## config.mk

```make
export PLATFORM = sky130hd
export DESIGN_NAME = bus_decoder_flat
export DESIGN_NICKNAME = d
export VERILOG_FILES = /design/src/design/soc_pkg.sv /design/src/design/mem_req_if.sv /design/src/design/bus_decoder.sv /design/src/flat_wrapper.sv
export SDC_FILE = /design/constraint.sdc
export NUM_CORES = 1
export LEC_CHECK = 0
export BUFFER_PORTS_ARGS = -buffer_cell sky130_fd_sc_hd__buf_2
export CAP_MARGIN = 10
export CORE_AREA = 2 2 121 123
export DETAILED_ROUTE_END_ITERATION = 6
export DIE_AREA = 0 0 123 125
export PLACE_DENSITY = 0.46
export SLEW_MARGIN = 0
export SYNTH_ARGS = -nofsm -noshare
export SYNTH_HDL_FRONTEND = slang
export SYNTH_SLANG_ARGS = --single-unit
```

## constraint.sdc

```tcl
create_clock -name clk_i -period 2.3 [get_ports clk_i]
set_clock_uncertainty 0.2 [all_clocks]
set_input_delay 0.23 -clock clk_i [delete_from_list [all_inputs] [get_ports clk_i]]
set_output_delay 0.23 -clock clk_i [all_outputs]
set_load 0.02 [all_outputs]
```

## src/design/soc_pkg.sv

```systemverilog
package soc_pkg;

// bus geometry
localparam int ADDR_W = 32;
localparam int DATA_W = 32;
localparam int BE_W   = DATA_W / 8; // one enable per byte

// region field sits in addr[31:17], 128 KiB per region
localparam int REGION_LSB = 17;
localparam int REGION_W   = ADDR_W - REGION_LSB;

localparam logic [REGION_W-1:0] REGION_RAM = 15'd0; // word ram
localparam logic [REGION_W-1:0] REGION_LED = 15'd1; // led register
// anything else goes out on axi

localparam int RAM_ADDR_W = REGION_LSB - 2; // word index, addr[16:2]
localparam int LED_W      = 4;

// hung axi access guard
localparam int AXI_TIMEOUT_CYCLES = 64;
localparam logic [DATA_W-1:0] TIMEOUT_RDATA = 32'hDEAD_BEEF; // returned on abort

// axi response codes
typedef enum logic [1:0] {
	OKAY   = 2'b00,
	EXOKAY = 2'b01,
	SLVERR = 2'b10,
	DECERR = 2'b11
} axi_resp_t;

endpackage

```

## src/design/mem_req_if.sv

```systemverilog
`timescale 1ns/1ps

// simple level request bus, request held until one-cycle ready
interface mem_req_if;

logic                         rd;    // read request
logic                         wr;    // write request
logic [soc_pkg::ADDR_W-1:0]   addr;  // byte address
logic [soc_pkg::DATA_W-1:0]   wdata;
logic [soc_pkg::BE_W-1:0]     be;    // byte enables, writes only
logic                         ready; // one cycle, ends the access
logic [soc_pkg::DATA_W-1:0]   rdata; // valid with ready

// requester side
modport master (
	output rd, wr, addr, wdata, be,
	input  ready, rdata
);

// target side
modport slave (
	input  rd, wr, addr, wdata, be,
	output ready, rdata
);

endinterface

```

## src/design/bus_decoder.sv

```systemverilog
`timescale 1ns/1ps

module bus_decoder (
	input  logic                      clk_i,
	input  logic                      rst_i,
	mem_req_if.slave                  bus_i, // from arbiter
	mem_req_if.master                 ram_o, // region 0
	mem_req_if.master                 axi_o, // everything else
	output logic [soc_pkg::LED_W-1:0] led_o
);

logic [soc_pkg::REGION_W-1:0] region;
logic sel_ram, sel_led, sel_axi;
logic led_access;
logic led_ready_q;

assign region  = bus_i.addr[soc_pkg::ADDR_W-1:soc_pkg::REGION_LSB];
assign sel_ram = (region == soc_pkg::REGION_RAM);
assign sel_led = (region == soc_pkg::REGION_LED);
assign sel_axi = ~sel_ram & ~sel_led;

// ram target, strobes gated by region
assign ram_o.rd    = bus_i.rd & sel_ram;
assign ram_o.wr    = bus_i.wr & sel_ram;
assign ram_o.addr  = bus_i.addr;
assign ram_o.wdata = bus_i.wdata;
assign ram_o.be    = bus_i.be;

// axi bridge target
assign axi_o.rd    = bus_i.rd & sel_axi;
assign axi_o.wr    = bus_i.wr & sel_axi;
assign axi_o.addr  = bus_i.addr;
assign axi_o.wdata = bus_i.wdata;
assign axi_o.be    = bus_i.be;

// led register, one cycle ready like the ram
assign led_access = sel_led & (bus_i.rd | bus_i.wr) & ~led_ready_q;

always_ff @(posedge clk_i) begin
	if (!rst_i) begin
		led_ready_q <= 1'b0;
		led_o       <= '0;
	end else begin
		led_ready_q <= led_access; // never twice in a row
		if (led_access && bus_i.wr)
			led_o <= bus_i.wdata[soc_pkg::LED_W-1:0]; // be ignored here
	end
end

// steer the response of the selected target
always_comb begin
	if (sel_ram) begin
		bus_i.ready = ram_o.ready;
		bus_i.rdata = ram_o.rdata;
	end else if (sel_led) begin
		bus_i.ready = led_ready_q;
		bus_i.rdata = {{(soc_pkg::DATA_W-soc_pkg::LED_W){1'b0}}, led_o}; // zero ext
	end else begin
		bus_i.ready = axi_o.ready;
		bus_i.rdata = axi_o.rdata;
	end
end

endmodule

```

## src/flat_wrapper.sv

```systemverilog
// flat-port wrapper written by rule: the top's interface ports become plain ports
module bus_decoder_flat 
  (clk_i, rst_i, led_o, bus_i_rd, bus_i_wr, bus_i_addr, bus_i_wdata, bus_i_be, bus_i_ready, bus_i_rdata, ram_o_rd, ram_o_wr, ram_o_addr, ram_o_wdata, ram_o_be, ram_o_ready, ram_o_rdata, axi_o_rd, axi_o_wr, axi_o_addr, axi_o_wdata, axi_o_be, axi_o_ready, axi_o_rdata);
  mem_req_if bus_i_i ();
  mem_req_if ram_o_i ();
  mem_req_if axi_o_i ();
  input  logic clk_i;
  input  logic rst_i;
  output logic [soc_pkg::LED_W-1:0] led_o;
  input wire logic [$bits(bus_i_i.rd)-1:0] bus_i_rd;
  input wire logic [$bits(bus_i_i.wr)-1:0] bus_i_wr;
  input wire logic [$bits(bus_i_i.addr)-1:0] bus_i_addr;
  input wire logic [$bits(bus_i_i.wdata)-1:0] bus_i_wdata;
  input wire logic [$bits(bus_i_i.be)-1:0] bus_i_be;
  output wire logic [$bits(bus_i_i.ready)-1:0] bus_i_ready;
  output wire logic [$bits(bus_i_i.rdata)-1:0] bus_i_rdata;
  output wire logic [$bits(ram_o_i.rd)-1:0] ram_o_rd;
  output wire logic [$bits(ram_o_i.wr)-1:0] ram_o_wr;
  output wire logic [$bits(ram_o_i.addr)-1:0] ram_o_addr;
  output wire logic [$bits(ram_o_i.wdata)-1:0] ram_o_wdata;
  output wire logic [$bits(ram_o_i.be)-1:0] ram_o_be;
  input wire logic [$bits(ram_o_i.ready)-1:0] ram_o_ready;
  input wire logic [$bits(ram_o_i.rdata)-1:0] ram_o_rdata;
  output wire logic [$bits(axi_o_i.rd)-1:0] axi_o_rd;
  output wire logic [$bits(axi_o_i.wr)-1:0] axi_o_wr;
  output wire logic [$bits(axi_o_i.addr)-1:0] axi_o_addr;
  output wire logic [$bits(axi_o_i.wdata)-1:0] axi_o_wdata;
  output wire logic [$bits(axi_o_i.be)-1:0] axi_o_be;
  input wire logic [$bits(axi_o_i.ready)-1:0] axi_o_ready;
  input wire logic [$bits(axi_o_i.rdata)-1:0] axi_o_rdata;
  assign bus_i_i.rd = bus_i_rd;
  assign bus_i_i.wr = bus_i_wr;
  assign bus_i_i.addr = bus_i_addr;
  assign bus_i_i.wdata = bus_i_wdata;
  assign bus_i_i.be = bus_i_be;
  assign bus_i_ready = bus_i_i.ready;
  assign bus_i_rdata = bus_i_i.rdata;
  assign ram_o_rd = ram_o_i.rd;
  assign ram_o_wr = ram_o_i.wr;
  assign ram_o_addr = ram_o_i.addr;
  assign ram_o_wdata = ram_o_i.wdata;
  assign ram_o_be = ram_o_i.be;
  assign ram_o_i.ready = ram_o_ready;
  assign ram_o_i.rdata = ram_o_rdata;
  assign axi_o_rd = axi_o_i.rd;
  assign axi_o_wr = axi_o_i.wr;
  assign axi_o_addr = axi_o_i.addr;
  assign axi_o_wdata = axi_o_i.wdata;
  assign axi_o_be = axi_o_i.be;
  assign axi_o_i.ready = axi_o_ready;
  assign axi_o_i.rdata = axi_o_rdata;
  bus_decoder u_core (.clk_i(clk_i), .rst_i(rst_i), .bus_i(bus_i_i), .ram_o(ram_o_i), .axi_o(axi_o_i), .led_o(led_o));
endmodule
```

==> metrics.txt <==
die span in x approximately 120 um; leakage power 1.08 nW; highest metal used met4; cell area after layout 1990 um^2; Synth Instances 277; crit path cell chain buf_2 -> nor4_2 -> nand4_4 -> buf_12 -> o21ai_0 -> buf_2; Hold Buf Count CTS 0; Slew Viols, Final 0; leading area contributor after synthesis buf_4; Layout area overhead 6.84%; final setup fails 0; most common cell after layout, fill and taps aside buf_2; CP arrival 1520 ps; share of layout cells above drive strength 1 0.586; number of buffers created by CTS 3; crit path launch type input port; Initial DRC Count 25; routed wl met2 2.23 mm; Fin. Hold Viols 0; CP max-delay cell nor4_2; DIE AREA 15400 um^2; Initial Util 0.131; postcts setup bufs 0; f_max 514 MHz; ranking of synthesized cells by area buf_4, nand2b_1, o21ai_0; CTS tree built; clk root buf clkbuf_16; Layout Utilization 0.140; Met1 Routed Length 1.99 mm; largest net degree at the start of global routing 73; max_cap viols 0; status complete, no violations; Die Y 125 um; Clock transition at path regs 30 ps; Worst Tran Pin Value 347 ps; clock buffer depth 2; antenna cells 0; pwr/cell area 339 nW/um^2; Worst Hold Class input port to register; syn_nets 415; core area approximately 14000 um^2; Final min period 1950 ps; Sink Count 5; first-pass GRT wire length 7.18 mm; Tcrit/Tclk final 0.846; TNS Setup 0 ps; Post-DRT Antenna Nets 0; distinct cell type count after synthesis 15; CP endpoint kind primary output; post-DP HPWL about 4.3 mm; Yosys top cell area share 0.547; global route overflow 0; Mapped Area 1870 um^2; Crit Path Max Fanout 72; clk_lat worst skew approximately 230 ps; met3 wire length 741 um; Max VDD drop 0.000173 V; WL final 5.15 mm; Slowest Stage Delay on Critical Path 380 ps; initial antenna violation count 1; Final Net Count around 440; vias in the first global route approximately 1.4k; sequential area share after synthesis 0.0537; Worst slew margin 0.767; FF+latch count, synth 5; GRT Total Usage 0.0584; drt wl/cell 10.6 um; worst setup path class input port to primary output; I/O Buffers about 170; RSZ-0062 raised after global routing no; cts repair resizes 0; # fillers 1665; Synth Warn # 0; WP buf/inv 3; Mean Syn Cell Area between 6 and 7 um^2; area post-placement ~1900 um^2; Site Rows 44; Worst path most repeated cell buf_2; Vias 1599; DRC 0; Detailed Routing Iterations Pass 1 4; vias per cell roughly 3.3; Critical Path RT ~1900 ps; CTS H-tree lvls 1; GPL Wtd Cong around 0.65; CP top delay family buffers and inverters; IO Pins roughly 320; most frequent cells in the layout buf_2, nand2_1, o21ai_0
layout make-up:
| class | instances | area (um^2) | area share |
|---|---|---|---|
| clock buffer | 4 | 78.8 | 0.0395 |
| sequential | 5 | 100 | 0.0502 |
| timing repair buffer | 169 | 876 | 0.439 |
| tap | 184 | 230 | 0.116 |
| multi-input combinational | 124 | 708 | 0.355 |
path summary, 6_finish.rpt:
check	from	end	slack, ps	depth (start not counted)
min	bus_i_wdata[0]	u_core.led_o[0]	70	3
max	bus_i_addr[18]	bus_i_rdata[13]	350	6
max reg2reg	u_core.led_ready_q	u_core.led_o[3]	1150	2
min reg2reg	u_core.led_o[3]	u_core.led_o[3]	280	2
power by group:
group / leakage (nW) / switching, W / internal (W)
Sequential: 0.0402 / 0.00000000151 / 0.0000873
Clock: 0.0382 / 0.0000554 / 0.000230
Combinational: 0.997 / 0.000174 / 0.000129
Total: 1.08 / 0.000229 / 0.000446
layer usage:
layer	GRT usage	vias up
met5	0	-
met4	0.0341	0
met3	0.0187	27
met2	0.0913	140
met1	0.0695	641
li1	-	791
worst min-delay path: cells and delay by family:
family                 cells  cell delay (ps)
buffers and inverters      1              110
muxes                      1               60
and+or+nand+nor            1               50
per-stage QoR:
| stage | total power, W | instances | worst slack, ps | hold WS (ps) |
|---|---|---|---|---|
| final | 0.000676 | 486 | 354 | 73.3 |
| after global routing | 0.000716 | 486 | 176 | 92.2 |
| after CTS | 0.000685 | 486 | 306 | 75.3 |
| after detailed placement | 0.000397 | 482 | 304 | 260 |
| after global placement | 0.000398 | 482 | 305 | 260 |
| after floorplan | 0.000534 | 277 | 310 | 172 |
state kept, by name, indices dropped and copies added, names as in the netlist:
| register | count |
|---|---|
| u_core.led_ready_q | 1 |
| u_core.led_o | 4 |
synthesized netlist by cell type:
cell type / count
buf_1: 2
nor2_1: 1
nand2_1: 42
mux2i_1: 9
dfxtp_1: 5
nor4_2: 3
nand4_2: 1
and2_1: 2
nor4b_1: 1
buf_4: 136
o21ai_0: 34
clkbuf_1: 10
nor3_4: 1
nor3b_1: 2
nand2b_1: 28
kinds of logic (layout without fill, tap and decap cells):
logic type             count (synthesis)  in the layout  synth area share
AOI/OAI and AO/OA                     34             34            0.0912
buffers and inverters                148            173             0.571
DFF                                    5              5            0.0537
muxes                                  9              9            0.0483
and+or+nand+nor                       81             81             0.235
(Power assumes the default switching activity.)
