**src/design/soc_pkg.sv**
```systemverilog
package soc_pkg;

// bus geometry
localparam int ADDR_W = 32;
localparam int DATA_W = 32;
localparam int BE_W   = DATA_W / 8; // one enable per byte

// region field sits in addr[31:17], 128 KiB per region
localparam int REGION_LSB = 17;
localparam int REGION_W   = ADDR_W - REGION_LSB;

localparam logic [REGION_W-1:0] REGION_RAM = 15'd0; // word ram
localparam logic [REGION_W-1:0] REGION_LED = 15'd1; // led register
// anything else goes out on axi

localparam int RAM_ADDR_W = REGION_LSB - 2; // word index, addr[16:2]
localparam int LED_W      = 4;

// hung axi access guard
localparam int AXI_TIMEOUT_CYCLES = 64;
localparam logic [DATA_W-1:0] TIMEOUT_RDATA = 32'hDEAD_BEEF; // returned on abort

// axi response codes
typedef enum logic [1:0] {
	OKAY   = 2'b00,
	EXOKAY = 2'b01,
	SLVERR = 2'b10,
	DECERR = 2'b11
} axi_resp_t;

endpackage

```
**src/design/mem_req_if.sv**
```systemverilog
`timescale 1ns/1ps

// simple level request bus, request held until one-cycle ready
interface mem_req_if;

logic                         rd;    // read request
logic                         wr;    // write request
logic [soc_pkg::ADDR_W-1:0]   addr;  // byte address
logic [soc_pkg::DATA_W-1:0]   wdata;
logic [soc_pkg::BE_W-1:0]     be;    // byte enables, writes only
logic                         ready; // one cycle, ends the access
logic [soc_pkg::DATA_W-1:0]   rdata; // valid with ready

// requester side
modport master (
	output rd, wr, addr, wdata, be,
	input  ready, rdata
);

// target side
modport slave (
	input  rd, wr, addr, wdata, be,
	output ready, rdata
);

endinterface

```
**src/design/mem_arbiter.sv**
```systemverilog
`timescale 1ns/1ps

module mem_arbiter (
	input  logic                       clk_i,
	input  logic                       rst_i,
	// instruction fetch port, read only
	input  logic                       instr_rd_i,
	input  logic [soc_pkg::ADDR_W-1:0] instr_addr_i,
	output logic                       instr_ready_o,
	output logic [soc_pkg::DATA_W-1:0] instr_rdata_o,
	// data port
	input  logic                       data_rd_i,
	input  logic                       data_wr_i,
	input  logic [soc_pkg::ADDR_W-1:0] data_addr_i,
	input  logic [soc_pkg::DATA_W-1:0] data_wdata_i,
	input  logic [soc_pkg::BE_W-1:0]   data_be_i,
	output logic                       data_ready_o,
	output logic [soc_pkg::DATA_W-1:0] data_rdata_o,
	// merged bus
	mem_req_if.master                  bus_o
);

typedef enum logic [1:0] {
	IDLE,
	SERVE_DATA,
	SERVE_INSTR
} state_t;

state_t state_q, state_d;
logic instr_lost_q, instr_lost_d; // loser of the last tie, 1 = instr
logic instr_wait, data_wait;

assign instr_wait = instr_rd_i;
assign data_wait  = data_rd_i | data_wr_i;

always_comb begin
	state_d      = state_q;
	instr_lost_d = instr_lost_q;
	case (state_q)
		IDLE: begin
			if (instr_wait && data_wait) begin // tie, last loser goes first
				state_d      = instr_lost_q ? SERVE_INSTR : SERVE_DATA;
				instr_lost_d = ~instr_lost_q;
			end else if (data_wait) begin
				state_d = SERVE_DATA;
			end else if (instr_wait) begin
				state_d = SERVE_INSTR;
			end
		end
		SERVE_DATA,
		SERVE_INSTR: begin
			if (bus_o.ready) state_d = IDLE; // grant held until ready
		end
		default: state_d = IDLE;
	endcase
end

always_ff @(posedge clk_i) begin
	if (!rst_i) begin
		state_q      <= IDLE;
		instr_lost_q <= 1'b0; // data wins the first tie
	end else begin
		state_q      <= state_d;
		instr_lost_q <= instr_lost_d;
	end
end

// forward the granted request only
always_comb begin
	bus_o.rd    = 1'b0;
	bus_o.wr    = 1'b0;
	bus_o.addr  = '0;
	bus_o.wdata = '0;
	bus_o.be    = '0;
	if (state_q == SERVE_DATA) begin
		bus_o.rd    = data_rd_i;
		bus_o.wr    = data_wr_i;
		bus_o.addr  = data_addr_i;
		bus_o.wdata = data_wdata_i;
		bus_o.be    = data_be_i;
	end else if (state_q == SERVE_INSTR) begin
		bus_o.rd    = instr_rd_i;
		bus_o.addr  = instr_addr_i;
		bus_o.be    = '1; // fetches are full words
	end
end

// completion goes back to the owner of the grant
assign data_ready_o  = (state_q == SERVE_DATA) & bus_o.ready;
assign instr_ready_o = (state_q == SERVE_INSTR) & bus_o.ready;
assign data_rdata_o  = (state_q == SERVE_DATA) ? bus_o.rdata : '0;
assign instr_rdata_o = (state_q == SERVE_INSTR) ? bus_o.rdata : '0;

endmodule

```
**src/flat_wrapper.sv**
```systemverilog
// flat-port wrapper written by rule: the top's interface ports become plain ports
module mem_arbiter_flat 
  (clk_i, rst_i, instr_rd_i, instr_addr_i, instr_ready_o, instr_rdata_o, data_rd_i, data_wr_i, data_addr_i, data_wdata_i, data_be_i, data_ready_o, data_rdata_o, bus_o_rd, bus_o_wr, bus_o_addr, bus_o_wdata, bus_o_be, bus_o_ready, bus_o_rdata);
  mem_req_if bus_o_i ();
  input  logic clk_i;
  input  logic rst_i;
  input  logic instr_rd_i;
  input  logic [soc_pkg::ADDR_W-1:0] instr_addr_i;
  output logic instr_ready_o;
  output logic [soc_pkg::DATA_W-1:0] instr_rdata_o;
  input  logic data_rd_i;
  input  logic data_wr_i;
  input  logic [soc_pkg::ADDR_W-1:0] data_addr_i;
  input  logic [soc_pkg::DATA_W-1:0] data_wdata_i;
  input  logic [soc_pkg::BE_W-1:0] data_be_i;
  output logic data_ready_o;
  output logic [soc_pkg::DATA_W-1:0] data_rdata_o;
  output wire logic [$bits(bus_o_i.rd)-1:0] bus_o_rd;
  output wire logic [$bits(bus_o_i.wr)-1:0] bus_o_wr;
  output wire logic [$bits(bus_o_i.addr)-1:0] bus_o_addr;
  output wire logic [$bits(bus_o_i.wdata)-1:0] bus_o_wdata;
  output wire logic [$bits(bus_o_i.be)-1:0] bus_o_be;
  input wire logic [$bits(bus_o_i.ready)-1:0] bus_o_ready;
  input wire logic [$bits(bus_o_i.rdata)-1:0] bus_o_rdata;
  assign bus_o_rd = bus_o_i.rd;
  assign bus_o_wr = bus_o_i.wr;
  assign bus_o_addr = bus_o_i.addr;
  assign bus_o_wdata = bus_o_i.wdata;
  assign bus_o_be = bus_o_i.be;
  assign bus_o_i.ready = bus_o_ready;
  assign bus_o_i.rdata = bus_o_rdata;
  mem_arbiter u_core (.clk_i(clk_i), .rst_i(rst_i), .instr_rd_i(instr_rd_i), .instr_addr_i(instr_addr_i), .instr_ready_o(instr_ready_o), .instr_rdata_o(instr_rdata_o), .data_rd_i(data_rd_i), .data_wr_i(data_wr_i), .data_addr_i(data_addr_i), .data_wdata_i(data_wdata_i), .data_be_i(data_be_i), .data_ready_o(data_ready_o), .data_rdata_o(data_rdata_o), .bus_o(bus_o_i));
endmodule
```
**config.mk**
```make
export PLATFORM = sky130hd
export DESIGN_NAME = mem_arbiter_flat
export DESIGN_NICKNAME = d
export VERILOG_FILES = /design/src/design/soc_pkg.sv /design/src/design/mem_req_if.sv /design/src/design/mem_arbiter.sv /design/src/flat_wrapper.sv
export SDC_FILE = /design/constraint.sdc
export NUM_CORES = 1
export LEC_CHECK = 0
export BUFFER_PORTS_ARGS = -buffer_cell sky130_fd_sc_hd__buf_4
export CELL_PAD_IN_SITES_DETAIL_PLACEMENT = 0
export CELL_PAD_IN_SITES_GLOBAL_PLACEMENT = 1
export CORE_ASPECT_RATIO = 0.8
export CORE_UTILIZATION = 11
export CTS_BUF_LIST = sky130_fd_sc_hd__clkbuf_4
export DETAILED_ROUTE_END_ITERATION = 10
export PLACE_DENSITY_LB_ADDON = 0.1
export SYNTH_ARGS = -nofsm -noshare
export SYNTH_HDL_FRONTEND = slang
export SYNTH_SLANG_ARGS = --single-unit
export TNS_END_PERCENT = 100
```
**constraint.sdc**
```tcl
create_clock -name clk_i -period 1.4 [get_ports clk_i]
set_input_delay 0.07 -clock clk_i [delete_from_list [all_inputs] [get_ports clk_i]]
set_output_delay 0.07 -clock clk_i [all_outputs]
set_load 0.005 [all_outputs]
```
==> results of run 1 <==
[worst min-delay path by stage]
stage / cells past startpoint / end / slack, ns / start
3_3_place_gp: 2 / u_core.instr_lost_q$_SDFFE_PN0P_ / 0.32 / rst_i
4_1_cts: 2 / u_core.instr_lost_q$_SDFFE_PN0P_ / 0.07 / rst_i
6_report: 2 / u_core.instr_lost_q$_SDFFE_PN0P_ / 0.08 / rst_i
3_5_place_dp: 2 / u_core.instr_lost_q$_SDFFE_PN0P_ / 0.32 / rst_i
5_1_grt: 2 / u_core.instr_lost_q$_SDFFE_PN0P_ / 0.08 / rst_i
2_1_floorplan: 1 / u_core.instr_lost_q$_SDFFE_PN0P_ / 0.19 / rst_i
[cell usage in the layout (no fill, tap or decap), types with 2 or more instances in the layout]
| cell type | n |
|---|---|
| buf_4 | 262 |
| buf_12 | 5 |
| clkbuf_4 | 4 |
| clkbuf_16 | 4 |
| buf_8 | 3 |
| and2_4 | 9 |
| and2_1 | 91 |
| buf_6 | 16 |
| a21o_1 | 4 |
| ha_4 | 2 |
| a22o_1 | 33 |
| nand2_1 | 2 |
[flip-flops by register name, summed over array words and instances (netlist names)]
| register | cells |
|---|---|
| u_core.state_q | 2 |
| u_core.instr_lost_q | 1 |
[layer usage]
| metal | global-route usage (%) | vias to the layer above | share of wire [%] | routed length [µm] |
|---|---|---|---|---|
| met1 | 10.1 | 1029 | 35 | 2840 |
| met3 | 3.93 | 2 | 10 | 843 |
| met2 | 22.8 | 130 | 54 | 4370 |
| li1 | - | 1151 | - | - |
| met4 | 1.42 | 0 | 0.099 | 8 |
| met5 | 0 | - | 0 | 0 |
[critical path, stage by stage, from the launching register on]
cell and delay, ns:
dfxtp_2 0.33, inv_2 0.08, ha_4 0.15, nor2b_4 0.18
buf_12 0.20, a22o_1 0.18, buf_4 0.12
[cell families after synthesis]
kind of cell / after synthesis / share of synthesized area [%]
simple gates: 107 / 53.4
compound gates: 40 / 27.4
buf+inv: 21 / 8.77
fa+ha+maj: 3 / 2.99
flops: 3 / 4.78
mux: 2 / 1.99
xor+xnor: 1 / 0.697
[what timing repair did]
| action | in CTS | in global routing |
|---|---|---|
| pin swaps | 0 | 9 |
| setup buffers | 0 | 4 |
| gates cloned | 0 | 7 |
| hold buffers | 0 | 0 |
| gates resized for setup | 16 | 26 |
| endpoints found under the setup margin | 135 | 137 |
[through the flow]
step / hold WS [ns] / setup TNS (ns) / setup slack, ns / utilization [%] / total power (W)
final: 0.0828 / -8.44 / -0.148 / 34.8 / 0.00283
after global routing: 0.0760 / -15.63 / -0.216 / 34.8 / 0.00306
after CTS: 0.0742 / -9.11 / -0.148 / 32.5 / 0.00249
after detailed placement: 0.320 / 0 / 0.0152 / 31.7 / 0.00223
after global placement: 0.317 / 0 / 0.0264 / 31.7 / 0.00226
after floorplan: 0.192 / 0 / 0.0736 / - / 0.000943
[where the power goes]
| group | internal (W) | switching, W |
|---|---|---|
| registers | 0.000106 | 0.0000201 |
| clock network | 0.000126 | 0.0000450 |
| logic | 0.00162 | 0.000912 |
| total | 0.00185 | 0.000977 |
[layout make-up]
class / count / area share [%]
Tap cell: 144 / 4.71
Timing Repair Buffer: 290 / 62.6
Inverter: 3 / 0.360
Multi-Input combinational cell: 153 / 29.9
Clock buffer: 4 / 0.786
Sequential cell: 3 / 1.70
==> metrics.md, run 1 <==
| Metric | Value |
|---|---|
| Die Wd | 121 µm |
| Vias per cell | 3.87 |
| Top_reg_cell synth | dfxtp_1 |
| Antenna diodes | 0 |
| Post-synth top area share | 49.8% |
| Clock sink count | 3 |
| PD cells | 739 nW/µm² |
| Worst EP required | 1.33 ns |
| Peak VDD IR | 0.221 mV |
| Most numerous cell in the Yosys netlist | and2_1 |
| Synth area leaders | and2_1 (50%), a22o_1 (23%), dfxtp_1 (4.8%) |
| Share of cells above drive strength 1 | 69.3% |
| R2R Path End | u_core.state_q[0]$_SDFFE_PN0P_ |
| CTS buffer count | 3 |
| Initial core utilization | 11.4% |
| Largest net degree at the start of global routing | 47 |
| DR WL/cell | 13.5 µm |
| CTS root buf | clkbuf_4 |
| Final slew viol count | 0 |
| Sequential area share after synthesis | 4.78% |
| Placed cell area | 3480 µm² |
| Placed wire-length estimate | 6130 µm |
| Worst path arrival time | 1.48 ns |
| Worst slew pin tran | 0.229 ns |
| Final instance area | 3820 µm² |
| Vias in the first global route | 2,068 |
| Syn_nets | 318 |
| Max Fclk | 0.646 GHz |
| Pre-antenna DRT Iters | 4 |
| Ports | 274 |
| Max Cap Viol | 0 |
| Post-synth EDFFs | 0 |
| Setup CP Type | register to output pin |
| Final #Nets | 595 |
| Pleak | 2.10 nW |
| Reg-to-reg critical path startpoint | u_core.state_q[0]$_SDFFE_PN0P_ |
| HP Class | input port to register |
| DRC | 0 |
| Period Utilization, post-route | 111% |
| Die height | 97.6 µm |
| RSZ-0062 raised after global routing | true |
| CTS tree | yes |
| Cell Count, Final, Fillers Out | 597 |
| Slew headroom | 84.7% |
| Layout fillers | 1,161 |
| Crit-path max FO | 33 |
| CTS max path bufs | 2 |
| Tmin final | 1.55 ns |
| Global placement routability congestion | 0.715 |
| Clock Skews | 0.00463 ns |
| Initial DRC count | 50 |
| Status | finished with violations |
| Placed cell count | 583 |
| Reg clk slew, reported paths | 0.04 ns |
| Syn avg cell area | 7.10 µm² |
| Crit path from | u_core.state_q[0]$_SDFFE_PN0P_ |
| Later-pin clock latency in the skew report | 0.23 ns |
| Reg2Reg Depth | 5 |
| Ys Warns | 0 |
| Area of the core | 11,000 µm² |
| Synth Cell Area | 1260 µm² |
| Netlist cell types | 22 |
| Grt total ovfl | 0 |
| First-pass GRT wire length | 10,300 µm |
| Cells after Synth | 177 |
| Post-Route WL | 8060 µm |
| Final WS setup | -0.148 ns |
| Synth area leader | and2_1 |
| Worst Setup End Kind | output pin |
| CP Launch Type | register |
| Worst setup path endpoint | bus_o_addr[25] |
| Final ANT Viol Nets | 0 |
| FF/Latch Area | 65.1 µm² |
| Number of port buffers | 273 |
| Reg2Reg Setup Slack | 0.01 ns |
| Htree depth | 1 |
| Failing checks | setup timing |
| Final hold vios | 0 |
| Site row count | 34 |
| P&R area growth vs syn | 204% |
| Final setup fails | 97 |
| Top post-synthesis cells by count | and2_1 (100), a22o_1 (33), clkbuf_1 (10) |
| Footprint of the multi-input gates | 1140 µm² |
| Initial antenna violation count | 0 |
| Flops & latches, synth | 3 |
| Synth async-reset ratio | 0% |
| Total track usage | 11.0% |
| Die area | 11,900 µm² |
| Vias post-DR | 2,312 |
Power figures use the tool's default switching activity.
==> run 2: changes to the inputs <==
--- a/config.mk
+++ b/config.mk
@@ -13,6 +13,7 @@
 export CTS_BUF_LIST = sky130_fd_sc_hd__clkbuf_4
 export DETAILED_ROUTE_END_ITERATION = 10
 export PLACE_DENSITY_LB_ADDON = 0.1
+export REMOVE_ABC_BUFFERS = 1
 export SYNTH_ARGS = -nofsm -noshare
 export SYNTH_HDL_FRONTEND = slang
 export SYNTH_SLANG_ARGS = --single-unit
==> run 2 against run 1 <==
Net effect: the run still ends with setup timing left; sequential cell count did not move; clock power barely moved; global-route usage increased by 1.4 points; critical path type unchanged; largest cell class unchanged.
==> metrics.md, run 2 (synthesized netlist as in run 1, its figures left out) <==
| Metric | Value |
|---|---|
| Status | finished with violations (unchanged) |
| Failing checks | setup timing (unchanged) |
| Vias post-DR | 2,322 (was 2,312) |
| Worst slew pin tran | 0.288 ns (was 0.229 ns) |
| CP Launch Type | register (unchanged) |
| Antenna diodes | 0 (unchanged) |
| Register name with the most flops | u_core.state_q (unchanged) |
| Final #Nets | 592 (was 595) |
| Site row count | 34 (unchanged) |
| Largest register FFs | 2 (unchanged) |
| Clock power share | 6.1% (about the same) |
| CP Cell Sequence | inv_2, ha_2, nor2b_4, buf_12, a22o_1, buf_4 (was inv_2, ha_4, nor2b_4, buf_12, a22o_1, buf_4) |
| Final setup fails | 135 (was 97) |
| Clock sink count | 3 (unchanged) |
| Vias per cell | 3.91 (was 3.87) |
| Pre-antenna DRT Iters | 4 (unchanged) |
| Max Fclk | 0.658 GHz (was 0.646 GHz) |
| Reg2Reg Depth | 5 (unchanged) |
| Period Utilization, post-route | 109% (was 111%) |
| Placed cell area | 3540 µm² (was 3480 µm²) |
| Sw Pwr | 0.000957 W (was 0.000977 W) |
| Number of port buffers | 273 (unchanged) |
| Share of cells above drive strength 1 | 72.7% (was 69.3%) |
| First-pass GRT wire length | 11,600 µm (was 10,300 µm) |
| Ports | 274 (unchanged) |
| Die Wd | 121 µm (unchanged) |
| Final slew viol count | 0 (unchanged) |
| Reg2Reg Setup Slack | 0.05 ns (was 0.01 ns) |
| Commonest cells after routing, fill and taps aside | buf_4 (251), and2_1 (75), a22o_1 (33) (was buf_4 (262), and2_1 (91), a22o_1 (33)) |
| P&R area growth vs syn | 207% (was 204%) |
| Footprint of the multi-input gates | 1170 µm² (was 1140 µm²) |
| Slowest CP cell | dfxtp_2 (unchanged) |
| DRC | 0 (unchanged) |
| CTS buffer count | 3 (unchanged) |
| Initial antenna violation count | 0 (unchanged) |
| Clock Skews | 0.00555 ns (was 0.00463 ns) |
| Pleak | 2.11 nW (was 2.10 nW) |
| Total Power | 0.00283 W (about the same) |
| Later-pin clock latency in the skew report | 0.23 ns (about the same) |
| Sw frac | 33.8% (was 34.6%) |
| Comb pwr share | 89.5% (about the same) |
| Initial core utilization | 11.4% (unchanged) |
| Total track usage | 12.4% (was 11.0%) |
| Final instance area | 3850 µm² (was 3820 µm²) |
| RSZ-0062 raised after global routing | true (unchanged) |
| Number of cells on the worst hold path | 2 (unchanged) |
| CTS max path bufs | 2 (unchanged) |
| DR WL/cell | 14.0 µm (was 13.5 µm) |
| Tmin final | 1.52 ns (was 1.55 ns) |
| Htree depth | 1 (unchanged) |
| Largest net degree at the start of global routing | 34 (was 47) |
| Die height | 97.6 µm (unchanged) |
| Final hold vios | 0 (unchanged) |
| Reg-to-reg critical path startpoint | u_core.state_q[0]$_SDFFE_PN0P_ (unchanged) |
| Peak VDD IR | 0.380 mV (was 0.221 mV) |
| Worst Setup End Kind | output pin (unchanged) |
| Max incr delay on CP | 0.36 ns (was 0.33 ns) |
| Reg clk slew, reported paths | 0.04 ns (about the same) |
| Final ANT Viol Nets | 0 (unchanged) |
| Grt total ovfl | 0 (unchanged) |
| Utilization after layout | 35.1% (was 34.8%) |
| Crit-path max FO | 22 (was 33) |
| Die area | 11,900 µm² (unchanged) |
| Setup CP Type | register to output pin (unchanged) |
| Area of the core | 11,000 µm² (unchanged) |
| Post-Route WL | 8320 µm (was 8060 µm) |
| Leading cell type in the layout, fill and taps excluded | buf_4 (unchanged) |
| HP Class | input port to register (unchanged) |
| Initial DRC count | 40 (was 50) |
| Slew headroom | 80.8% (was 84.7%) |
| Worst slack, placed | 0.0296 ns (was 0.0152 ns) |
| Sequential share of power | 4.4% (was 4.5%) |
| Max Cap Viol | 0 (unchanged) |
| Hold buffer count at cts | 0 (unchanged) |
| Worst EP required | 1.33 ns (about the same) |
| CTS tree | yes (unchanged) |
| Biggest regs | u_core.state_q x2, u_core.instr_lost_q x1 (unchanged) |
| Final WS setup | -0.121 ns (was -0.148 ns) |
| Vias in the first global route | 2,298 (was 2,068) |
| CTS root buf | clkbuf_4 (unchanged) |
| Crit path from | u_core.state_q[0]$_SDFFE_PN0P_ (unchanged) |
| PD cells | 735 nW/µm² (was 739 nW/µm²) |
| Worst path arrival time | 1.45 ns (was 1.48 ns) |
| Total internal power | 0.00187 W (was 0.00185 W) |
| Global placement routability congestion | 0.756 (was 0.715) |
| Layout fillers | 1,148 (was 1,161) |
| Placed wire-length estimate | 6690 µm (was 6130 µm) |
| Sum of negative setup slack | -6.26 ns (was -8.44 ns) |
| Post-CTS setup repair buffer count | 0 (unchanged) |
| Hold_sp | rst_i (unchanged) |
| FF/Latch Area | 62.6 µm² (was 65.1 µm²) |
==> run 2: what timing repair did <==
action,in CTS,in global routing
pin swaps,2,1
endpoints found under the setup margin,135,136
gates resized for setup,24,42
cloned,1,2
==> run 2: worst paths after layout <==
path | to
worst max register to register | u_core.state_q[0]$_SDFFE_PN0P_
worst min register to register | u_core.state_q[1]$_SDFFE_PN0P_
worst max-delay path | bus_o_rd
worst min-delay path | u_core.instr_lost_q$_SDFFE_PN0P_
==> run 2: layout make-up <==
type	count	area share (%)
Timing Repair Buffer	287	62.2
Multi-Input combinational cell	153	30.4
Tap cell	144	4.68
Sequential cell	3	1.62
Clock buffer	4	0.780
Inverter	3	0.292
==> run 2: power groups by stage <==
stage / logic [W] / clock network (W) / registers [W]
final: 0.00253 / 0.000173 / 0.000124
after global routing: 0.00274 / 0.000192 / 0.000127
after CTS: 0.00235 / 0.000182 / 0.000124
after global placement: 0.00221 / 0 / 0.000117
after detailed placement: 0.00219 / 0 / 0.000118
after floorplan: 0.000765 / 0 / 0.000114
==> run 2: worst max-delay path, delay by kind of cell (launching register included) <==
kind            cells  cell delay, ns
compound gates      1            0.20
simple gates        1            0.14
fa+ha+maj           1            0.18
flops               1            0.36
buf+inv             3            0.33
==> run 2: metrics by stage <==
| stage | cells | hold slack (ns) |
|---|---|---|
| 6_report | 594 | 0.0898 |
| 3_3_place_gp | 587 | 0.325 |
| 2_1_floorplan | 159 | 0.192 |
| 4_1_cts | 592 | 0.0793 |
| 5_1_grt | 594 | 0.0858 |
| 3_5_place_dp | 587 | 0.327 |
==> run 2: metal layers <==
metal  GRT usage (%)  up-vias  part of all wire, %
met3            2.52       10                  8.9
li1                -     1139                    -
met1            12.3     1028                   35
met4            2.56        0                  1.2
met5               0        -                    0
met2            25.5      145                   55
