`src/design/soc_pkg.sv`:
```
package soc_pkg;

// bus geometry
localparam int ADDR_W = 32;
localparam int DATA_W = 32;
localparam int BE_W   = DATA_W / 8; // one enable per byte

// region field sits in addr[31:17], 128 KiB per region
localparam int REGION_LSB = 17;
localparam int REGION_W   = ADDR_W - REGION_LSB;

localparam logic [REGION_W-1:0] REGION_RAM = 15'd0; // word ram
localparam logic [REGION_W-1:0] REGION_LED = 15'd1; // led register
// anything else goes out on axi

localparam int RAM_ADDR_W = REGION_LSB - 2; // word index, addr[16:2]
localparam int LED_W      = 4;

// hung axi access guard
localparam int AXI_TIMEOUT_CYCLES = 64;
localparam logic [DATA_W-1:0] TIMEOUT_RDATA = 32'hDEAD_BEEF; // returned on abort

// axi response codes
typedef enum logic [1:0] {
	OKAY   = 2'b00,
	EXOKAY = 2'b01,
	SLVERR = 2'b10,
	DECERR = 2'b11
} axi_resp_t;

endpackage

```
`src/design/mem_req_if.sv`:
```
`timescale 1ns/1ps

// simple level request bus, request held until one-cycle ready
interface mem_req_if;

logic                         rd;    // read request
logic                         wr;    // write request
logic [soc_pkg::ADDR_W-1:0]   addr;  // byte address
logic [soc_pkg::DATA_W-1:0]   wdata;
logic [soc_pkg::BE_W-1:0]     be;    // byte enables, writes only
logic                         ready; // one cycle, ends the access
logic [soc_pkg::DATA_W-1:0]   rdata; // valid with ready

// requester side
modport master (
	output rd, wr, addr, wdata, be,
	input  ready, rdata
);

// target side
modport slave (
	input  rd, wr, addr, wdata, be,
	output ready, rdata
);

endinterface

```
`src/design/axi_lite_master.sv`:
```
`timescale 1ns/1ps

module axi_lite_master (
	input  logic                       clk_i,
	input  logic                       rst_i,
	mem_req_if.slave                   req_i,
	// write address
	output logic [soc_pkg::ADDR_W-1:0] m_axi_awaddr_o,
	output logic                       m_axi_awvalid_o,
	input  logic                       m_axi_awready_i,
	// write data
	output logic [soc_pkg::DATA_W-1:0] m_axi_wdata_o,
	output logic [soc_pkg::BE_W-1:0]   m_axi_wstrb_o,
	output logic                       m_axi_wvalid_o,
	input  logic                       m_axi_wready_i,
	// write response
	input  soc_pkg::axi_resp_t         m_axi_bresp_i,
	input  logic                       m_axi_bvalid_i,
	output logic                       m_axi_bready_o,
	// read address
	output logic [soc_pkg::ADDR_W-1:0] m_axi_araddr_o,
	output logic                       m_axi_arvalid_o,
	input  logic                       m_axi_arready_i,
	// read data
	input  logic [soc_pkg::DATA_W-1:0] m_axi_rdata_i,
	input  soc_pkg::axi_resp_t         m_axi_rresp_i,
	input  logic                       m_axi_rvalid_i,
	output logic                       m_axi_rready_o
);

typedef enum logic [2:0] {
	IDLE,
	WR_ADDR_DATA,
	WR_RESP,
	RD_ADDR,
	RD_DATA,
	DONE
} state_t;

state_t state_q;
logic [soc_pkg::ADDR_W-1:0] addr_q;  // shared by aw and ar
logic [soc_pkg::DATA_W-1:0] wdata_q;
logic [soc_pkg::BE_W-1:0]   strb_q;
logic [soc_pkg::DATA_W-1:0] rdata_q; // result handed back in DONE
logic aw_done_q, w_done_q;           // which write channels are through
logic aw_hs, w_hs;
logic b_err, r_err;
logic expired;

axi_timeout_timer u_timer (
	.clk_i     (clk_i),
	.rst_i     (rst_i),
	.run_i     (state_q != IDLE), // counts every busy cycle
	.expired_o (expired)
);

assign aw_hs = m_axi_awvalid_o & m_axi_awready_i;
assign w_hs  = m_axi_wvalid_o & m_axi_wready_i;
assign b_err = (m_axi_bresp_i == soc_pkg::SLVERR) || (m_axi_bresp_i == soc_pkg::DECERR);
assign r_err = (m_axi_rresp_i == soc_pkg::SLVERR) || (m_axi_rresp_i == soc_pkg::DECERR);

always_ff @(posedge clk_i) begin
	if (!rst_i) begin
		state_q   <= IDLE;
		aw_done_q <= 1'b0;
		w_done_q  <= 1'b0;
	end else begin
		case (state_q)
			IDLE: begin
				aw_done_q <= 1'b0;
				w_done_q  <= 1'b0;
				if (req_i.wr)
					state_q <= WR_ADDR_DATA; // aw and w together
				else if (req_i.rd)
					state_q <= RD_ADDR;
			end
			WR_ADDR_DATA: begin
				if (aw_hs) aw_done_q <= 1'b1;
				if (w_hs) w_done_q <= 1'b1;
				if (expired)
					state_q <= DONE;
				else if ((aw_done_q | aw_hs) && (w_done_q | w_hs))
					state_q <= WR_RESP;
			end
			WR_RESP: begin
				if (expired || m_axi_bvalid_i) state_q <= DONE;
			end
			RD_ADDR: begin
				if (expired)
					state_q <= DONE;
				else if (m_axi_arready_i)
					state_q <= RD_DATA;
			end
			RD_DATA: begin
				if (expired || m_axi_rvalid_i) state_q <= DONE;
			end
			default: state_q <= IDLE; // DONE lasts one cycle
		endcase
	end
end

// payload and result, no reset needed
always_ff @(posedge clk_i) begin
	if (state_q == IDLE) begin
		addr_q  <= req_i.addr;
		wdata_q <= req_i.wdata;
		strb_q  <= req_i.be; // wstrb straight from be
	end
	if (expired && state_q != IDLE && state_q != DONE)
		rdata_q <= soc_pkg::TIMEOUT_RDATA; // aborted
	else if (state_q == RD_DATA && m_axi_rvalid_i)
		rdata_q <= r_err ? soc_pkg::TIMEOUT_RDATA : m_axi_rdata_i;
	else if (state_q == WR_RESP && m_axi_bvalid_i)
		rdata_q <= b_err ? soc_pkg::TIMEOUT_RDATA : '0; // write status word
end

// channel controls straight from state, all drop on abort
assign m_axi_awvalid_o = (state_q == WR_ADDR_DATA) & ~aw_done_q;
assign m_axi_wvalid_o  = (state_q == WR_ADDR_DATA) & ~w_done_q;
assign m_axi_bready_o  = (state_q == WR_RESP);
assign m_axi_arvalid_o = (state_q == RD_ADDR);
assign m_axi_rready_o  = (state_q == RD_DATA);

assign m_axi_awaddr_o = addr_q;
assign m_axi_araddr_o = addr_q;
assign m_axi_wdata_o  = wdata_q;
assign m_axi_wstrb_o  = strb_q;

assign req_i.ready = (state_q == DONE);
assign req_i.rdata = rdata_q;

endmodule

```
`src/design/axi_timeout_timer.sv`:
```
`timescale 1ns/1ps

module axi_timeout_timer (
	input  logic clk_i,
	input  logic rst_i,
	input  logic run_i,    // bridge busy
	output logic expired_o
);

logic [$clog2(soc_pkg::AXI_TIMEOUT_CYCLES+1)-1:0] count_q;

// saturating count of busy cycles
always_ff @(posedge clk_i) begin
	if (!rst_i)
		count_q <= '0;
	else if (!run_i)
		count_q <= '0; // idle clears
	else if (!expired_o)
		count_q <= count_q + 1'b1;
end

assign expired_o = (count_q == $bits(count_q)'(soc_pkg::AXI_TIMEOUT_CYCLES));

endmodule

```
`src/flat_wrapper.sv`:
```
// flat-port wrapper written by rule: the top's interface ports become plain ports
module axi_lite_master_flat 
  (clk_i, rst_i, m_axi_awaddr_o, m_axi_awvalid_o, m_axi_awready_i, m_axi_wdata_o, m_axi_wstrb_o, m_axi_wvalid_o, m_axi_wready_i, m_axi_bresp_i, m_axi_bvalid_i, m_axi_bready_o, m_axi_araddr_o, m_axi_arvalid_o, m_axi_arready_i, m_axi_rdata_i, m_axi_rresp_i, m_axi_rvalid_i, m_axi_rready_o, req_i_rd, req_i_wr, req_i_addr, req_i_wdata, req_i_be, req_i_ready, req_i_rdata);
  mem_req_if req_i_i ();
  input  logic clk_i;
  input  logic rst_i;
  output logic [soc_pkg::ADDR_W-1:0] m_axi_awaddr_o;
  output logic m_axi_awvalid_o;
  input  logic m_axi_awready_i;
  output logic [soc_pkg::DATA_W-1:0] m_axi_wdata_o;
  output logic [soc_pkg::BE_W-1:0] m_axi_wstrb_o;
  output logic m_axi_wvalid_o;
  input  logic m_axi_wready_i;
  input  soc_pkg::axi_resp_t m_axi_bresp_i;
  input  logic m_axi_bvalid_i;
  output logic m_axi_bready_o;
  output logic [soc_pkg::ADDR_W-1:0] m_axi_araddr_o;
  output logic m_axi_arvalid_o;
  input  logic m_axi_arready_i;
  input  logic [soc_pkg::DATA_W-1:0] m_axi_rdata_i;
  input  soc_pkg::axi_resp_t m_axi_rresp_i;
  input  logic m_axi_rvalid_i;
  output logic m_axi_rready_o;
  input wire logic [$bits(req_i_i.rd)-1:0] req_i_rd;
  input wire logic [$bits(req_i_i.wr)-1:0] req_i_wr;
  input wire logic [$bits(req_i_i.addr)-1:0] req_i_addr;
  input wire logic [$bits(req_i_i.wdata)-1:0] req_i_wdata;
  input wire logic [$bits(req_i_i.be)-1:0] req_i_be;
  output wire logic [$bits(req_i_i.ready)-1:0] req_i_ready;
  output wire logic [$bits(req_i_i.rdata)-1:0] req_i_rdata;
  assign req_i_i.rd = req_i_rd;
  assign req_i_i.wr = req_i_wr;
  assign req_i_i.addr = req_i_addr;
  assign req_i_i.wdata = req_i_wdata;
  assign req_i_i.be = req_i_be;
  assign req_i_ready = req_i_i.ready;
  assign req_i_rdata = req_i_i.rdata;
  axi_lite_master u_core (.clk_i(clk_i), .rst_i(rst_i), .req_i(req_i_i), .m_axi_awaddr_o(m_axi_awaddr_o), .m_axi_awvalid_o(m_axi_awvalid_o), .m_axi_awready_i(m_axi_awready_i), .m_axi_wdata_o(m_axi_wdata_o), .m_axi_wstrb_o(m_axi_wstrb_o), .m_axi_wvalid_o(m_axi_wvalid_o), .m_axi_wready_i(m_axi_wready_i), .m_axi_bresp_i(m_axi_bresp_i), .m_axi_bvalid_i(m_axi_bvalid_i), .m_axi_bready_o(m_axi_bready_o), .m_axi_araddr_o(m_axi_araddr_o), .m_axi_arvalid_o(m_axi_arvalid_o), .m_axi_arready_i(m_axi_arready_i), .m_axi_rdata_i(m_axi_rdata_i), .m_axi_rresp_i(m_axi_rresp_i), .m_axi_rvalid_i(m_axi_rvalid_i), .m_axi_rready_o(m_axi_rready_o));
endmodule
```
`config.mk`:
```
export PLATFORM = sky130hd
export DESIGN_NAME = axi_lite_master_flat
export DESIGN_NICKNAME = d
export VERILOG_FILES = /design/src/design/soc_pkg.sv /design/src/design/mem_req_if.sv /design/src/design/axi_lite_master.sv /design/src/design/axi_timeout_timer.sv /design/src/flat_wrapper.sv
export SDC_FILE = /design/constraint.sdc
export NUM_CORES = 1
export LEC_CHECK = 0
export BUFFER_PORTS_ARGS = -buffer_cell sky130_fd_sc_hd__buf_2
export CORE_MARGIN = 2
export CORE_UTILIZATION = 39
export CTS_CLUSTER_SIZE = 30
export DETAILED_ROUTE_END_ITERATION = 16
export MAX_ROUTING_LAYER = met4
export PLACE_DENSITY_LB_ADDON = 0.05
export SLEW_MARGIN = 10
export SYNTH_ARGS = -nofsm -noshare
export SYNTH_HDL_FRONTEND = slang
export SYNTH_SLANG_ARGS = --single-unit
```
`constraint.sdc`:
```
create_clock -name clk_i -period 2.2 [get_ports clk_i]
set_input_delay 0.11 -clock clk_i [delete_from_list [all_inputs] [get_ports clk_i]]
set_output_delay 0.11 -clock clk_i [all_outputs]
set_load 0.03 [all_outputs]
```
==> results of run 1 <==
-- kinds of logic after synthesis --
group	synth area share
xor gates and xnor gates	0.0124
adders and majority gates	0.00589
AOI/OAI and AO/OA	0.107
and+or+nand+nor	0.0919
buffers and inverters	0.0925
DFF	0.688
muxes	0.00265
-- sequential cells by signal, summed over array words and instances, names as in the netlist --
register	flops
u_core.m_axi_araddr_o	32
u_core.w_done_q	1
u_core.req_i.rdata	32
u_core.state_q	3
u_core.m_axi_wstrb_o	4
u_core.m_axi_wdata_o	32
u_core.u_timer.count_q	7
u_core.aw_done_q	1
-- stage by stage --
stage	power, W	setup WS, ns	utilization	cells
after floorplan	0.00740	0.159	-	324
after global routing	0.0103	0.111	0.607	782
after detailed placement	0.00847	0.341	0.498	668
after global placement	0.00841	0.412	0.498	668
after CTS	0.00983	0.327	0.606	781
final	0.00975	0.311	0.607	782
-- Yosys cell counts, drive strengths merged, types with 2 or more instances --
library cell | count | area share
edfxtp | 68 | 0.48
nor2 | 45 | 0.040
buf | 44 | 0.083
dfxtp | 44 | 0.21
a21oi | 28 | 0.034
o21ai | 25 | 0.029
a22oi | 8 | 0.014
nand2 | 6 | 0.0053
clkbuf | 4 | 0.0038
inv | 4 | 0.0035
nor3b | 4 | 0.0082
xnor2 | 4 | 0.0082
a211oi | 3 | 0.0053
nand3 | 3 | 0.0035
nand3b | 3 | 0.0053
and3b | 2 | 0.0041
ha | 2 | 0.0059
nand2b | 2 | 0.0029
nor4 | 2 | 0.0065
o22ai | 2 | 0.0029
or3b | 2 | 0.0041
xor2 | 2 | 0.0041
-- critical path, delay by kind of cell, from the launching register on --
kind | cells | cell delay [ns]
simple gates | 3 | 1.16
flops | 1 | 0.54
compound gates | 1 | 0.14
-- area by class of cell --
type / count / area share
Sequential cell: 112 / 0.448
Clock buffer: 9 / 0.0190
Timing Repair Buffer: 349 / 0.348
Antenna cell: 1 / 0.000384
Inverter: 5 / 0.00403
Multi-Input combinational cell: 159 / 0.143
Clock inverter: 7 / 0.0106
Tap cell: 140 / 0.0269
-- per-layer routing --
layer	wire, um	GRT usage	vias to the layer above
met4	119	0.0614	0
met3	817	0.0452	7
met1	4550	0.212	1684
met2	5550	0.310	166
met5	0	-	-
li1	-	-	1749
-- final timing paths --
kind                                        from                                   to  slack [ns]  cells after the start
max reg2reg       u_core.state_q[2]$_SDFFE_PN0P_  u_core.req_i.rdata[14]$_SDFFE_PP0P_        0.31                      4
max               u_core.state_q[2]$_SDFFE_PN0P_  u_core.req_i.rdata[14]$_SDFFE_PP0P_        0.31                      4
min reg2reg  u_core.req_i.rdata[11]$_SDFFE_PP1P_  u_core.req_i.rdata[11]$_SDFFE_PP1P_        0.47                      2
min                            m_axi_rdata_i[26]  u_core.req_i.rdata[26]$_SDFFE_PP1P_        0.02                      3
-- power by group through the flow --
stage	Sequential [W]	Clock (W)	Combinational, W
finish	0.00373	0.00122	0.00480
global route	0.00383	0.00136	0.00509
CTS	0.00373	0.00127	0.00483
detailed placement	0.00378	0	0.00469
global placement	0.00373	0	0.00468
floorplan	0.00536	0	0.00204
==> run metrics, run 1 <==
mean area per synthesized cell about 13 sq um; fraction of final layout cells with drive strength greater than 1 0.432; startpoint class of the critical path flip-flop; CP required 2.50 ns; Post-CTS Setup Bufs 0; number of antenna violations at the first check in global routing 1; Layout Cell Area excl Fill 0.00652 sq mm; Syn Nets about 440; number of filler cells placed in the layout approximately 900; Die Y 108 um; P_sw approximately 0.0046 W; iteration count of the initial detailed-routing pass 4; post-route DRC violation count 0; area after detailed placement ~0.0054 sq mm; leftover overflow at the end of global routing 0; final RePlAce weighted congestion 0.820; maximum clock rate roughly 530 MHz; Final Setup Violations 0; core area between 0.01 and 0.015 sq mm; clock power share 0.125; # resized after CTS 0; CTS tree built; result of the run finished, final reports clean; final hold viol count 0; WS Path Type reg -> reg; commonest non-fill, non-tap cell in the layout sky130_fd_sc_hd__buf_2; chain of cells forming the critical path or3b_1 > nor3b_2 > a22oi_1 > nor2_1; headroom to the max-slew limit 0.624; synth warn 0; Cell Int Power 0.00520 W; aggregate negative setup slack 0 ns; hold_ws 0.0171 ns; master cell of the clock root buffer sky130_fd_sc_hd__clkbuf_8; share of async-settable or async-resettable flops after synthesis 0; leakage power figure about 3 nW; maximum buffer depth of the clock tree 2; remaining antenna violation count 0; peak fanout along the critical path 12; H-tree depth 3; Area growth, synth to finish 53.5%; Max Slew Vio Count 0; standard-cell rows 38; number of nets in the layout around 750; number of buffers created by CTS 9; number of buffer cells added on primary ports about 250; CP endpoint kind flip-flop; initial drt markers 130; area used by multi-input combinational logic roughly 930 sq um; dpl hpwl 7.65 mm; area occupied by registers about 0.003 sq mm; top-level port count ~250; average routed wire per standard cell 14.1 um; EDFF count, synth a little under 70; power density over cell area around 1500 mW/mm^2; GRT Total Usage 0.182; clock transition at the register clock pins on the worst setup and hold paths after CTS around 0.10 ns; Largest stage delay, worst path about 0.54 ns; Critical Path Slowest Stage Cell sky130_fd_sc_hd__dfxtp_1; instance count of the mapped netlist roughly 320; Final Cycle Share 0.859; part of the total power dissipated in sequential elements 0.383; combinational cell fraction of total power 0.492; vias per std cell 4.61; Hold/Removal Path Class in -> reg; vias in the first global route approximately 3,400; commonest cells after routing, fill and taps aside 248 x sky130_fd_sc_hd__buf_2, 97 x sky130_fd_sc_hd__dlygate4sd3_1, 68 x sky130_fd_sc_hd__edfxtp_1; number of hold-repair buffers added at the cts stage 97; minimum clock period 1.89 ns; IR drop worst, VDD ~0.00089 V; reported max-cap violation count 0; post-synth design cell area approximately 0.0042 sq mm; Synth Register Bits about 110; area of the die around 0.012 sq mm; switching part of the total power 0.467; Worst EP arrival 2.19 ns; source-to-sink clock delay at the later pin of the worst-skew pair between 0.3 and 0.4 ns; register area share after synthesis 0.688; post-synth cell types 48; largest net degree at the start of global routing 69; RSZ-0062 raised after global routing false; Die Wd 108 um; initial standard-cell utilization of the core 0.395; setup skew after layout around 0.0067 ns; routed vias between 3,000 and 4,000; Post-Route WL 11.0 mm; flip-flop cell with the highest count after synthesis sky130_fd_sc_hd__edfxtp_1; Worst-Margin Slew 0.556 ns; sinks on the clock net roughly 110; wire length of the first global-routing pass around 16 mm
Power figures use the tool's default switching activity.
==> run 2, diff against run 1 <==
--- a/config.mk
+++ b/config.mk
@@ -6,8 +6,10 @@
 export NUM_CORES = 1
 export LEC_CHECK = 0
 export BUFFER_PORTS_ARGS = -buffer_cell sky130_fd_sc_hd__buf_2
+export CELL_PAD_IN_SITES_DETAIL_PLACEMENT = 0
+export CELL_PAD_IN_SITES_GLOBAL_PLACEMENT = 1
 export CORE_MARGIN = 2
-export CORE_UTILIZATION = 39
+export CORE_UTILIZATION = 29
 export CTS_CLUSTER_SIZE = 30
 export DETAILED_ROUTE_END_ITERATION = 16
 export MAX_ROUTING_LAYER = met4
==> run metrics, run 2 (synthesis results as in run 1) <==
result of the run finished, final reports clean; commonest non-fill, non-tap cell in the layout sky130_fd_sc_hd__buf_2; area used by multi-input combinational logic 932 sq um; Worst-Margin Slew around 0.65 ns; commonest cells after routing, fill and taps aside 248 x sky130_fd_sc_hd__buf_2, 78 x sky130_fd_sc_hd__dlygate4sd3_1, 68 x sky130_fd_sc_hd__edfxtp_1; CP required between 2 and 2.5 ns; leftover overflow at the end of global routing 0; vias in the first global route about 3,300; Util after Layout 0.451; ANT cells 0; remaining antenna violation count 0; sinks on the clock net around 110; setup skew after layout ~0.0068 ns; IR drop worst, VDD a little over 0.0007 V; leakage power figure approximately 2.9 nW; RSZ-0062 raised after global routing false; standard-cell rows 44; wire length of the first global-routing pass roughly 18 mm; Die Y about 130 um; Post-CTS Setup Bufs 0; routed vias 3,499; Area growth, synth to finish 53.1%; WS Path Type reg -> reg; peak fanout along the critical path 24; number of buffers created by CTS 9; Buf/Inv on CP 0; GRT Total Usage 0.151; top-level port count 251; maximum clock rate roughly 530 MHz; minimum setup slack after placement approximately 0.25 ns; clock transition at the register clock pins on the worst setup and hold paths after CTS 0.07 ns; Final Setup Violations 0; final hold viol count 0; FF-to-FF Start u_core.state_q[2]$_SDFFE_PN0P_; area of the die about 0.016 sq mm; Critical Path Slowest Stage Cell sky130_fd_sc_hd__dfxtp_1; Final Cycle Share 0.865; initial drt markers roughly 190; reported max-cap violation count 0; power density over cell area 1570 mW/mm^2; area occupied by registers between 0.002 and 0.003 sq mm; Max Slew Vio Count 0; headroom to the max-slew limit 0.563; final RePlAce weighted congestion around 0.76; chain of cells forming the critical path nand3b_1 > a21o_1 > or2_4 > o21ai_0; master cell of the clock root buffer sky130_fd_sc_hd__clkbuf_16; Post-Route WL around 12 mm; source-to-sink clock delay at the later pin of the worst-skew pair roughly 0.34 ns; aggregate negative setup slack 0 ns; number of antenna violations at the first check in global routing 0; number of buffer cells added on primary ports between 200 and 250; vias per std cell between 4 and 5; average routed wire per standard cell 14.6 um; Die Wd ~130 um; iteration count of the initial detailed-routing pass 4; fraction of final layout cells with drive strength greater than 1 0.449; Worst EP arrival 2.13 ns; Largest stage delay, worst path 0.55 ns; minimum clock period roughly 1.9 ns; Hold/Removal Path Class in -> reg; largest net degree at the start of global routing 35; H-tree depth 3; dominant delay contributor by cell family on the critical path compound AO/OA/AOI/OAI gates; post-route DRC violation count 0; CTS tree built; origin of the worst min-delay path m_axi_rdata_i[10]; number of filler cells placed in the layout ~1,400; initial standard-cell utilization of the core 0.295; Metal-1 WL about 4.9 mm; CP endpoint kind flip-flop; maximum buffer depth of the clock tree 2; number of nets in the layout between 700 and 800; worst setup path startpoint u_core.state_q[2]$_SDFFE_PN0P_; Highest Signal Layer met4; dpl hpwl ~8.5 mm; startpoint class of the critical path flip-flop; core area 0.0144 sq mm; final setup slack of the worst path approximately 0.30 ns; met3 wire length approximately 860 um; Met2 Routed Length between 5 and 6 mm
run 2: cell type report:
class / instances / share of cell area
multi-input combinational: 159 / 0.143
timing repair buffer: 332 / 0.324
sequential: 112 / 0.449
inverter: 5 / 0.00404
clock inverter: 4 / 0.00423
clock buffer: 12 / 0.0398
tap: 184 / 0.0354
run 2: report_power, final:
group          switching, W  leakage, nW  internal [W]
logic               0.00354         1.72       0.00136
clock network      0.000738        0.145      0.000846
registers          0.000380         1.04       0.00335
run 2: through the flow:
stage               std cells  cell area [sq um]  power, W  hold WS (ns)
floorplan                 324               4250   0.00740         0.209
global placement          714               5440   0.00858         0.287
detailed placement        714               5440   0.00862         0.288
CTS                       808               6500    0.0103      0.000955
global route              808               6500    0.0108        0.0127
finish                    808               6500    0.0102        0.0127
run 2: final timing paths:
| kind | to | slack (ns) | cells after the start |
|---|---|---|---|
| worst min register to register | u_core.req_i.rdata[11]$_SDFFE_PP1P_ | 0.46 | 2 |
| worst max-delay path | u_core.req_i.rdata[15]$_SDFFE_PP1P_ | 0.30 | 4 |
| worst max register to register | u_core.req_i.rdata[15]$_SDFFE_PP1P_ | 0.30 | 4 |
| worst min-delay path | u_core.req_i.rdata[10]$_SDFFE_PP1P_ | 0.01 | 3 |
run 2: what timing repair did:
action / CTS / global route
setup endpoints to repair: 0 / 0
hold buffers: 78 / 0
resized for setup: 0 / 0
endpoints found under the hold margin: 78 / 0
run 2: tightest hold or removal path, stage by stage:
cell and delay (ns):
sky130_fd_sc_hd__buf_2 0.07, sky130_fd_sc_hd__nor2_1 0.03, sky130_fd_sc_hd__o21ai_0 0.11
run 2: routing by layer:
| layer | vias to the layer above | GRT usage |
|---|---|---|
| met4 | 0 | 0.0595 |
| met3 | 12 | 0.0351 |
| met5 | - | - |
| met2 | 153 | 0.249 |
| met1 | 1612 | 0.181 |
| li1 | 1722 | - |
==> run 3, diff against run 2 <==
--- a/config.mk
+++ b/config.mk
@@ -12,7 +12,7 @@
 export CORE_UTILIZATION = 29
 export CTS_CLUSTER_SIZE = 30
 export DETAILED_ROUTE_END_ITERATION = 16
-export MAX_ROUTING_LAYER = met4
+export GPL_TIMING_DRIVEN = 0
 export PLACE_DENSITY_LB_ADDON = 0.05
 export SLEW_MARGIN = 10
 export SYNTH_ARGS = -nofsm -noshare
==> run metrics, run 3 (synthesis results as in run 1) <==
Final Cycle Share 0.910; minimum setup slack after placement -0.225 ns; CP endpoint kind flip-flop; aggregate negative setup slack 0 ns; leftover overflow at the end of global routing 0; Worst EP arrival between 2 and 2.5 ns; clock power share 0.145; sinks on the clock net ~110; final hold viol count 0; total power of the final layout 0.0104 W; P_sw roughly 0.0047 W; Final Setup Violations 0; result of the run finished, final reports clean; ANT cells 0; reported max-cap violation count 0; standard-cell rows 44; source-to-sink clock delay at the later pin of the worst-skew pair 0.34 ns; area of the die between 0.015 and 0.02 sq mm; FF-to-FF Start u_core.state_q[2]$_SDFFE_PN0P_; top-level port count around 250; Critical Path Slowest Stage Cell sky130_fd_sc_hd__or3_1; iteration count of the initial detailed-routing pass 4; Hold/Removal Path Class in -> reg; core area 0.0144 sq mm; number of buffer cells added on primary ports approximately 250; fraction of final layout cells with drive strength greater than 1 0.480; Post-Route WL approximately 12 mm; startpoint class of the critical path flip-flop; maximum clock rate approximately 500 MHz; Worst-Margin Slew approximately 0.66 ns; Highest Signal Layer met4; number of antenna violations at the first check in global routing 0; routed vias ~3,600; area after detailed placement about 0.0057 sq mm; setup skew after layout ~0.007 ns; commonest non-fill, non-tap cell in the layout sky130_fd_sc_hd__buf_2; chain of cells forming the critical path clkbuf_2 > or3_1 > buf_6 > clkinv_8 > nor4_4 > buf_4 > buf_6 > a21oi_1 > o21ai_0; combinational cell fraction of total power 0.501; post-route DRC violation count 0; final standard cell count with taps included and fillers excluded around 850; WS Path Type reg -> reg; initial standard-cell utilization of the core 0.295; vias per std cell around 4.2; RSZ-0062 raised after global routing false; initial drt markers approximately 160; peak fanout along the critical path 69; vias in the first global route 3,593; minimum clock period 2.00 ns; part of the total power dissipated in sequential elements 0.354; final setup slack of the worst path roughly 0.20 ns; switching part of the total power 0.452; Met2 Routed Length ~5.8 mm; average routed wire per standard cell 14.0 um; wire length of the first global-routing pass around 19 mm; power density over cell area ~1500 mW/mm^2; maximum buffer depth of the clock tree 2; Cell Int Power between 0.005 and 0.006 W; Area growth, synth to finish 59.9%; reg2reg path depth 9; critical register-to-register path endpoint u_core.req_i.rdata[13]$_SDFFE_PP1P_; Die Wd ~130 um; WHS Path Cells 3; headroom to the max-slew limit 0.556; final RePlAce weighted congestion approximately 0.77; CP required between 2 and 2.5 ns; most common cell type on the critical path sky130_fd_sc_hd__buf_6; remaining antenna violation count 0; Max Slew Vio Count 0; Hold Path Sink u_core.req_i.rdata[23]$_SDFFE_PP1P_; clock transition at the register clock pins on the worst setup and hold paths after CTS approximately 0.070 ns; IR drop worst, VDD between 0.0009 and 0.001 V; post-placement cell count roughly 760; GRT Total Usage 0.152; number of nets in the layout slightly below 800; Die Y around 130 um; FF-to-FF setup slack approximately 0.2 ns; leakage power figure between 3 and 4 nW; origin of the worst min-delay path m_axi_rdata_i[23]; met3 wire length 881 um; Metal-1 WL ~5.0 mm; number of buffers created by CTS 9; Layout Cell Area excl Fill approximately 0.0068 sq mm; commonest cells after routing, fill and taps aside 251 x sky130_fd_sc_hd__buf_2, 78 x sky130_fd_sc_hd__dlygate4sd3_1, 68 x sky130_fd_sc_hd__edfxtp_1; largest net degree at the start of global routing 70; Largest stage delay, worst path between 0.4 and 0.5 ns; CTS tree built; master cell of the clock root buffer sky130_fd_sc_hd__clkbuf_16; H-tree depth 3; dpl hpwl 8.95 mm
-- run 3: cell count changes in the layout (fill, tap and decap cells not counted), moves of 2 or more --
cell                       change
sky130_fd_sc_hd__buf_6         +8
sky130_fd_sc_hd__buf_12        -3
sky130_fd_sc_hd__buf_2         +3
sky130_fd_sc_hd__buf_4        +31
sky130_fd_sc_hd__clkbuf_1      +2
-- run 3: routing by layer --
layer  global-route usage  vias to the layer above
li1                     -                     1807
met1                0.185                     1611
met2                0.260                      154
met3               0.0411                       16
met4               0.0569                        0
met5                    0                        -
-- run 3: critical path: cells and delay by family, from the launching register on --
family | cells | cell delay, ns
AO/OA/AOI/OAI | 2 | 0.20
flip-flops | 1 | 0.32
AND/OR/NAND/NOR | 2 | 0.46
buffers and inverters | 5 | 0.90
-- run 3: stage by stage --
step	util	hold WS (ns)
floorplan	-	0.209
global placement	0.397	0.287
detailed placement	0.397	0.288
CTS	0.470	0.00330
global route	0.471	0.0205
finish	0.471	0.0191
-- run 3: power groups by stage --
| stage | registers, W | clock network [W] | logic, W |
|---|---|---|---|
| final | 0.00370 | 0.00151 | 0.00524 |
| after global routing | 0.00382 | 0.00167 | 0.00557 |
| after CTS | 0.00371 | 0.00157 | 0.00529 |
| after detailed placement | 0.00376 | 0 | 0.00515 |
| after global placement | 0.00372 | 0 | 0.00515 |
| after floorplan | 0.00536 | 0 | 0.00204 |
-- run 3: timing repair --
action	CTS	global route
gates resized for setup	2	1
pin swaps	0	1
gates cloned	0	0
hold buffers	78	0
buffers inserted	0	1
endpoints found under the hold margin	78	0
endpoints found under the setup margin	32	13
-- run 3: cell type report --
class / instances / area [sq um]
plain buffers: 48 / 369
clock buffers: 9 / 225
clock inverters: 7 / 47.5
fillers: 1400 / 7630
inverters: 5 / 36.3
multi-input cells: 159 / 932
flip-flops and latches: 112 / 2920
well taps: 184 / 230
repair buffers: 327 / 2030
-- run 3: how the worst max path moves through the flow --
stage	start	endpoint	slack [ns]	cells after the start
after global placement	u_core.state_q[2]$_SDFFE_PN0P_	u_core.req_i.rdata[18]$_SDFFE_PP1P_	-0.19	8
after detailed placement	u_core.state_q[2]$_SDFFE_PN0P_	u_core.req_i.rdata[21]$_SDFFE_PP1P_	-0.23	8
after global routing	u_core.state_q[2]$_SDFFE_PN0P_	u_core.req_i.rdata[6]$_SDFFE_PP1P_	0.02	9
after CTS	u_core.state_q[2]$_SDFFE_PN0P_	u_core.req_i.rdata[21]$_SDFFE_PP1P_	0.1	8
final	u_core.state_q[2]$_SDFFE_PN0P_	u_core.req_i.rdata[13]$_SDFFE_PP1P_	0.20	9
after floorplan	u_core.state_q[2]$_SDFFE_PN0P_	u_core.req_i.rdata[28]$_SDFFE_PP1P_	0.16	8
